===== config.mk =====
export PLATFORM = sky130hd
export DESIGN_NAME = vsn_top
export DESIGN_NICKNAME = d
export VERILOG_FILES = /design/src/verilog/vsn_pkg.sv /design/src/verilog/vsn_port.sv /design/src/verilog/vsn_rfdc_adapter.sv /design/src/verilog/vsn_sparam_2port.sv /design/src/verilog/vsn_sparam_regs.sv /design/src/verilog/vsn_top.sv
export VERILOG_INCLUDE_DIRS = /design/src /design/src/verilog
export SDC_FILE = /design/constraint.sdc
export NUM_CORES = 2
export LEC_CHECK = 0
export ABC_CLOCK_PERIOD_IN_PS = 18390
export BUFFER_PORTS_ARGS = -buffer_cell sky130_fd_sc_hd__buf_4
export CAP_MARGIN = 20
export CORE_MARGIN = 1.5
export CORE_UTILIZATION = 40
export CTS_CLUSTER_DIAMETER = 80
export CTS_CLUSTER_SIZE = 30
export DETAILED_ROUTE_END_ITERATION = 10
export PLACE_DENSITY = 0.59
export SYNTH_ARGS = -nofsm -noshare
export SYNTH_HDL_FRONTEND = slang
export SYNTH_SLANG_ARGS = --single-unit

===== constraint.sdc =====
create_clock -name stream_clk -period 18.39 [get_ports stream_clk]
set_input_delay 0.9195 -clock stream_clk [delete_from_list [all_inputs] [get_ports stream_clk]]
set_output_delay 0.9195 -clock stream_clk [all_outputs]
set_load 0.1 [all_outputs]

===== src/verilog/vsn_cfg.svh =====
`ifndef VSN_CFG_SVH
`define VSN_CFG_SVH

// Virtual scattering network sizing

// Wave sample width as delivered by the data converters
`define VSN_SAMPLE_W 16

// Signed fixed-point S-matrix entry width
`define VSN_COEF_W 18

// Coefficient fraction bits so 1.0 is 1 << 16
`define VSN_COEF_FRAC 16

// Ports of the network
// Only the two-port case is built
`define VSN_NPORT 2

`endif


===== src/verilog/vsn_pkg.sv =====
`include "vsn_cfg.svh"

package vsn_pkg;

  // One incident or reflected wave sample
  typedef logic signed [`VSN_SAMPLE_W-1:0] sample_t;

  // S-matrix entry in 18-bit signed fixed point
  typedef logic signed [`VSN_COEF_W-1:0] coef_t;

  // Row is the reflected port, column the incident port
  typedef coef_t smatrix_t [`VSN_NPORT][`VSN_NPORT];

  // One sample per network port
  typedef struct packed {
    sample_t w0;  // Port 0 wave
    sample_t w1;  // Port 1 wave
  } wave_pair_t;

endpackage


===== src/verilog/vsn_port.sv =====
`timescale 1ns/1ps

// Wave pair stream with valid/ready handshake
interface vsn_port;
  import vsn_pkg::*;

  logic    valid;  // Producer has a pair
  logic    ready;  // Consumer takes it this edge
  sample_t w0;     // Port 0 wave
  sample_t w1;     // Port 1 wave

  // Producer side
  modport P (
    output valid,
    output w0,
    output w1,
    input  ready
  );

  // Consumer side
  modport U (
    input  valid,
    input  w0,
    input  w1,
    output ready
  );

endinterface


===== src/verilog/vsn_rfdc_adapter.sv =====
`timescale 1ns/1ps

// Joins two converter channels into one wave pair stream
module vsn_rfdc_adapter (
  input  logic             stream_clk,
  input  logic             rst_n,
  input  logic             ch0_valid,
  output logic             ch0_ready,
  input  vsn_pkg::sample_t ch0_sample,
  input  logic             ch1_valid,
  output logic             ch1_ready,
  input  vsn_pkg::sample_t ch1_sample,
  vsn_port.P               vsn
);
  import vsn_pkg::*;

  logic       held0, held1;  // Channel sample waiting for its partner
  sample_t    hold0, hold1;  // Held samples
  logic       acc0, acc1;    // Channel transfers this edge
  logic       load;          // Move held pair to output register
  logic       pair_valid;    // Output register occupied
  wave_pair_t pair_q;        // Output register

  // Output slot is free, or frees on this edge
  assign load = held0 & held1 & (~pair_valid | vsn.ready);

  // A slot clearing this edge can take the next sample at once
  assign ch0_ready = ~held0 | load;
  assign ch1_ready = ~held1 | load;
  assign acc0 = ch0_valid & ch0_ready;
  assign acc1 = ch1_valid & ch1_ready;

  always_ff @(posedge stream_clk or negedge rst_n) begin
    if (!rst_n) begin
      held0      <= 1'b0;
      held1      <= 1'b0;
      pair_valid <= 1'b0;
    end else begin
      if (acc0) held0 <= 1'b1;
      else if (load) held0 <= 1'b0;
      if (acc1) held1 <= 1'b1;
      else if (load) held1 <= 1'b0;
      if (load) pair_valid <= 1'b1;
      else if (vsn.ready) pair_valid <= 1'b0;  // Transfer empties it
    end
  end

  // Sample and pair data
  always_ff @(posedge stream_clk) begin
    if (acc0) hold0 <= ch0_sample;
    if (acc1) hold1 <= ch1_sample;
    if (load) pair_q <= '{w0: hold0, w1: hold1};  // Old samples while new ones land in hold
  end

  assign vsn.valid = pair_valid;
  assign vsn.w0    = pair_q.w0;
  assign vsn.w1    = pair_q.w1;

  // Offered pair must not change or vanish under back-pressure
  a_pair_hold: assert property (@(posedge stream_clk) disable iff (!rst_n)
    vsn.valid && !vsn.ready |=> vsn.valid && $stable(pair_q));

endmodule


===== src/verilog/vsn_sparam_2port.sv =====
`timescale 1ns/1ps
`include "vsn_cfg.svh"

// Two-port scattering stage
// b0 = S00*a0 + S01*a1, b1 = S10*a0 + S11*a1
module vsn_sparam_2port (
  input  logic              stream_clk,
  input  logic              rst_n,
  input  vsn_pkg::smatrix_t s_matrix,
  vsn_port.U                a,
  output logic              out_valid,
  input  logic              out_ready,
  output vsn_pkg::sample_t  out_b0,
  output vsn_pkg::sample_t  out_b1
);
  import vsn_pkg::*;

  localparam int PROD_W = `VSN_SAMPLE_W + `VSN_COEF_W;  // Full product width
  localparam int SUM_W  = PROD_W + 1;                   // Room for the carry

  // Sample range in sum width
  localparam logic signed [SUM_W-1:0] SAMPLE_MAX = 2 ** (`VSN_SAMPLE_W - 1) - 1;
  localparam logic signed [SUM_W-1:0] SAMPLE_MIN = -(2 ** (`VSN_SAMPLE_W - 1));

  logic                      pipe_en;        // Advance both stages
  logic                      v1;             // Stage 1 holds products
  logic signed [PROD_W-1:0]  prod_q [2][2];  // [out port][in port]
  logic signed [SUM_W-1:0]   sum0, sum1;     // Unscaled reflected waves
  wave_pair_t                b_q;            // Stage 2 result
  logic                      v2;             // Stage 2 holds a result

  // Floor to integer then clamp to the sample range
  function automatic sample_t sat_shift(input logic signed [SUM_W-1:0] s);
    logic signed [SUM_W-1:0] q;
    q = s >>> `VSN_COEF_FRAC;  // Arithmetic shift rounds toward minus infinity
    if (q > SAMPLE_MAX)
      return sample_t'(SAMPLE_MAX);
    else if (q < SAMPLE_MIN)
      return sample_t'(SAMPLE_MIN);
    else
      return sample_t'(q);
  endfunction

  // Whole pipe freezes while the output is refused
  assign pipe_en = ~(v2 & ~out_ready);
  assign a.ready = pipe_en;  // Drops in the same cycle as the stall

  always_ff @(posedge stream_clk or negedge rst_n) begin
    if (!rst_n) begin
      v1 <= 1'b0;
      v2 <= 1'b0;
    end else if (pipe_en) begin
      v1 <= a.valid;  // Ready is high here, so valid means transfer
      v2 <= v1;
    end
  end

  // Stage 1 registers four full-width products
  always_ff @(posedge stream_clk) begin
    if (pipe_en) begin
      prod_q[0][0] <= s_matrix[0][0] * a.w0;
      prod_q[0][1] <= s_matrix[0][1] * a.w1;
      prod_q[1][0] <= s_matrix[1][0] * a.w0;
      prod_q[1][1] <= s_matrix[1][1] * a.w1;
    end
  end

  // Sign-extended sums per output port
  always_comb begin
    sum0 = prod_q[0][0] + prod_q[0][1];
    sum1 = prod_q[1][0] + prod_q[1][1];
  end

  // Stage 2 scales and saturates
  always_ff @(posedge stream_clk) begin
    if (pipe_en) begin
      b_q.w0 <= sat_shift(sum0);
      b_q.w1 <= sat_shift(sum1);
    end
  end

  assign out_valid = v2;
  assign out_b0    = b_q.w0;
  assign out_b1    = b_q.w1;

  // Held output keeps its value until taken
  a_out_hold: assert property (@(posedge stream_clk) disable iff (!rst_n)
    out_valid && !out_ready |=> out_valid && $stable(out_b0) && $stable(out_b1));

endmodule


===== src/verilog/vsn_sparam_regs.sv =====
`timescale 1ns/1ps
`include "vsn_cfg.svh"

// Wishbone classic slave for the 2x2 scattering matrix
// Address 0 = S00, 1 = S01, 2 = S10, 3 = S11
module vsn_sparam_regs (
  input  logic              stream_clk,
  input  logic              rst_n,
  input  logic              wb_cyc,
  input  logic              wb_stb,
  input  logic              wb_we,
  input  logic [1:0]        wb_adr,
  input  vsn_pkg::coef_t    wb_wdata,
  output vsn_pkg::coef_t    wb_rdata,
  output logic              wb_ack,
  output vsn_pkg::smatrix_t s_matrix
);
  import vsn_pkg::*;

  // Unity gain in Q1.16
  localparam coef_t COEF_ONE = coef_t'(1) <<< `VSN_COEF_FRAC;

  smatrix_t s_q;      // Coefficient store
  logic     req;      // New access this cycle
  logic     row, col; // Matrix position of the address
  coef_t    rdata_q;  // Read data held for the ack cycle

  // New access only while ack is low
  assign req = wb_cyc & wb_stb & ~wb_ack;
  assign row = wb_adr[1];
  assign col = wb_adr[0];

  always_ff @(posedge stream_clk or negedge rst_n) begin
    if (!rst_n) begin
      wb_ack  <= 1'b0;
      s_q[0][0] <= '0;        // No reflection at port 0
      s_q[0][1] <= COEF_ONE;  // Port 1 passes to port 0
      s_q[1][0] <= COEF_ONE;  // Port 0 passes to port 1
      s_q[1][1] <= '0;
    end else begin
      wb_ack <= req;  // Single-cycle ack
      if (req && wb_we)
        s_q[row][col] <= wb_wdata;  // Lands on the ack edge
    end
  end

  // Read data valid only with ack
  always_ff @(posedge stream_clk) begin
    if (req)
      rdata_q <= s_q[row][col];
  end

  assign wb_rdata = rdata_q;
  assign s_matrix = s_q;  // Full matrix always visible

  // Every ack answers a strobe seen one cycle earlier
  a_ack_req: assert property (@(posedge stream_clk) disable iff (!rst_n)
    wb_ack |-> $past(wb_cyc && wb_stb));

endmodule


===== src/verilog/vsn_top.sv =====
`timescale 1ns/1ps

// Virtual two-port network from channel inputs to reflected wave output
module vsn_top (
  input  logic             stream_clk,
  input  logic             rst_n,
  // Channel 0 carries incident wave a0
  input  logic             ch0_valid,
  output logic             ch0_ready,
  input  vsn_pkg::sample_t ch0_sample,
  // Channel 1 carries incident wave a1
  input  logic             ch1_valid,
  output logic             ch1_ready,
  input  vsn_pkg::sample_t ch1_sample,
  // Reflected pair
  output logic             out_valid,
  input  logic             out_ready,
  output vsn_pkg::sample_t out_b0,
  output vsn_pkg::sample_t out_b1,
  // Coefficient access
  input  logic             wb_cyc,
  input  logic             wb_stb,
  input  logic             wb_we,
  input  logic [1:0]       wb_adr,
  input  vsn_pkg::coef_t   wb_wdata,
  output vsn_pkg::coef_t   wb_rdata,
  output logic             wb_ack
);
  import vsn_pkg::*;

  smatrix_t s_matrix;  // Live coefficients

  vsn_port a_waves ();  // Incident pair from adapter to network

  vsn_rfdc_adapter i_adapter (
    .stream_clk (stream_clk),
    .rst_n      (rst_n),
    .ch0_valid  (ch0_valid),
    .ch0_ready  (ch0_ready),
    .ch0_sample (ch0_sample),
    .ch1_valid  (ch1_valid),
    .ch1_ready  (ch1_ready),
    .ch1_sample (ch1_sample),
    .vsn        (a_waves.P)
  );

  vsn_sparam_regs i_regs (
    .stream_clk (stream_clk),
    .rst_n      (rst_n),
    .wb_cyc     (wb_cyc),
    .wb_stb     (wb_stb),
    .wb_we      (wb_we),
    .wb_adr     (wb_adr),
    .wb_wdata   (wb_wdata),
    .wb_rdata   (wb_rdata),
    .wb_ack     (wb_ack),
    .s_matrix   (s_matrix)
  );

  vsn_sparam_2port i_sparam (
    .stream_clk (stream_clk),
    .rst_n      (rst_n),
    .s_matrix   (s_matrix),
    .a          (a_waves.U),
    .out_valid  (out_valid),
    .out_ready  (out_ready),
    .out_b0     (out_b0),
    .out_b1     (out_b1)
  );

endmodule

==> flow_summary.yaml <==
cts:
  cts.sinks: 328
  cts-root-buf: "clkbuf_16"
  cts_buffer_depth: 3
  postCtsResizedCells: 0
  clk_pin_slew_ns: 0.08
  post_cts.repair.setup_buffers: 0
  numCtsBuffers: 37
  ctsHoldBuffers: 0
  clk_latency_ns: 0.62
  cts_tree: "built"
  ctsHtreeMaxLevel: 2
route:
  vias: 38019
  drcViolationCount: 0
  drt_iter0_markers: 2300
  ant_nets: 0
  routed_wl_microns: 151000
  routedWlPerCell_microns: 20.2
  first_pass_iters: 6
  via_per_inst: 5.08
worst_setup_path:
  path_cells: "nand2_1, fa_1, inv_1, fa_1, fa_1, fa_1, fa_1, inv_1, fa_1, inv_1, ha_1, a21o_1, a21oi_1, o21ai_0, o311ai_2, a2111oi_1, o31ai_1, a21oi_1, a221o_1, a21oi_1, xnor2_1"
  crit_type: "reg2reg"
  crit_path_start: "i_regs.s_matrix[27]"
  timing.critical_path.buf_inv: 3
  crit_fanout: 18
  worstPathRequired_ns: 18.72
  r2r_start: "i_regs.s_matrix[27]"
  critPathArrivalTime_ns: 7.58
  cp_top_family: "adder cells"
  worst_setup_path_start_kind: "register"
  path_common_cell: "fa_1"
  r2r_slack_ns: 11.14
  crit_path_end_kind: "register"
  cpMaxStageDelayCell: "dfrtp_1"
  max_stage_delay_ns: 0.87
worst_hold_path:
  hp-class: "in2async"
place:
  dp_hpwl_microns: 120000
  port-buffer-count: 113
  pre_cts_ws_ns: 11.21
  placed_cells: 7422
  gp_congestion: 0.890
synthesis:
  ys.flop_type: "edfxtp_1"
  netlist_instances: 5568
  yosysSeqAreaShare_pct: 16.8
  synth_edf_count: 250
  synth_area_leader_cell: "fa_1"
  synth_top_cell_area_share_pct: 41.1
  avgSynthCellArea_sq_um: 10.1
  netlist_area_sq_mm: 0.0564
  ys_warn_count: 0
  synth_nets: 7198
  yosysUniqueCellTypes: 74
  synth_area_leaders: "fa_1, edfxtp_1, ha_1, inv_1, and2_1"
  ys_top_cells_by_count: "inv_1, fa_1, nand2_1"
  ys_ff_latch: 328
  synthArstFlopShare_pct: 23.8
  yosysMostFrequentCell: "inv_1"
sta:
  fin_skew_ns: 0.0388
  finalCriticalPeriod_ns: 7.25
  finalWorstSetupSlack_ns: 11.14
  maxSlewHeadroom_pct: 26.2
  setup_viol: 0
  setup_tns_ns: 0
  timing_max_transition_violations_final: 0
  fmaxAchievable_ghz: 0.138
  fin_crit_sh_pct: 39.4
  rsz0062_at_grt: "no"
  worst_pin_slew_ns: 1.11
  hold_viol_final: 0
final_layout:
  drive_above_1_share_pct: 6.88
  stdcell_count: 7489
  fin_util_pct: 43.5
  fin_nets: 7216
  area_growth_pct: 7.61
  n_antenna_cell: 0
die:
  dieArea_sq_mm: 0.143
  die_w_microns: 379
  die_height_microns: 379
  core-area_sq_mm: 0.140
  start_util_pct: 40.4
  io_pins: 114
  row_count: 137
run_status:
  outcome: "complete, no violations"
grt:
  top_usage_layer: "met2"
  grt.overflow.total: 0
  grt_pass1_wl_microns: 242000
  grt_pass1_vias: 41835
  use_met2_pct: 36.7
  grt_use_met3_pct: 3.64
  met1_usage_pct: 30.2
  grt_usage_pct: 22.1
  antenna_found_initial: 8
  grt_start_max_net_pins: 66
run:
  cap_violations: 0
==> placed cells by master (no fill, tap or decap), types with 51 or more instances in the layout <==
cell type	instances
a21o_1	66
dfrtp_1	76
buf_4	180
fa_1	1160
edfxtp_1	250
xnor2_1	126
and2_1	553
inv_1	1279
nor2_1	130
o21ai_0	85
xor2_1	51
a21oi_1	133
ha_1	410
nand2_1	608
mux2_2	73
==> per-stage QoR <==
| stage | hold WS (ns) | cell area, sq um |
|---|---|---|
| after global placement | 0.402 | 59400 |
| after CTS | 0.128 | 60700 |
| after detailed placement | 0.405 | 59400 |
| after floorplan | 0.400 | 56400 |
| final | 0.167 | 60700 |
| after global routing | 0.145 | 60700 |
==> cells by family (layout without fill, tap and decap cells) <==
kind of cell	Yosys count	after routing	synth area share (%)
compound gates	447	447	5.26
xor+xnor	177	177	2.75
fa+ha+maj	1570	1570	50.2
buf+inv	1483	1528	9.89
flops	328	328	16.8
mux	91	91	2.17
simple gates	1472	1472	12.9
==> per-layer routing <==
metal	part of all wire, %	vias up
met1	43	19783
met5	0.040	-
li1	-	16923
met4	2.3	6
met2	48	1107
met3	6.5	200
==> worst register-to-register path: stages, from the launching register on <==
cell	delay, ns
dfrtp_1	0.87
nand2_1	0.18
fa_1	0.57
inv_1	0.05
fa_1	0.48
fa_1	0.58
fa_1	0.43
fa_1	0.50
inv_1	0.06
fa_1	0.51
inv_1	0.05
ha_1	0.35
a21o_1	0.18
a21oi_1	0.22
o21ai_0	0.20
o311ai_2	0.46
a2111oi_1	0.18
o31ai_1	0.30
a21oi_1	0.17
a221o_1	0.35
a21oi_1	0.19
xnor2_1	0.08
==> layout make-up <==
| cell class | instances | area (sq um) |
|---|---|---|
| Fill cell | 13417 | 79000 |
| Multi-Input combinational cell | 3757 | 41400 |
| Sequential cell | 328 | 9460 |
| Inverter | 1281 | 4810 |
| Tap cell | 1876 | 2350 |
| Timing Repair Buffer | 181 | 1370 |
| Clock buffer | 38 | 951 |
| Clock inverter | 28 | 378 |
==> registers in the layout, indices dropped and copies added (netlist names), 16 cells and up <==
register          cells
i_sparam.prod_q     136
i_adapter.vsn.w1     16
i_sparam.out_b1      16
i_sparam.out_b0      16
i_adapter.hold1      16
i_adapter.hold0      16
i_regs.s_matrix      72
i_regs.wb_rdata      18
i_adapter.vsn.w0     16
==> path summary, 6_finish.rpt <==
kind / end / cells past startpoint
setup / recovery: i_sparam.prod_q[1][67] / 21
hold / removal: i_regs.wb_ack / 1
setup reg to reg: i_sparam.prod_q[1][67] / 21
hold reg to reg: i_adapter.vsn.w0[14] / 0
max in group asynchronous: i_regs.s_matrix[18] / 2
min in group stream_clk: i_adapter.vsn.w0[14] / 0
Power is left out: the tool's default activity adds up to more than one toggle a clock period on the data nets, which glitch-free logic cannot reach.
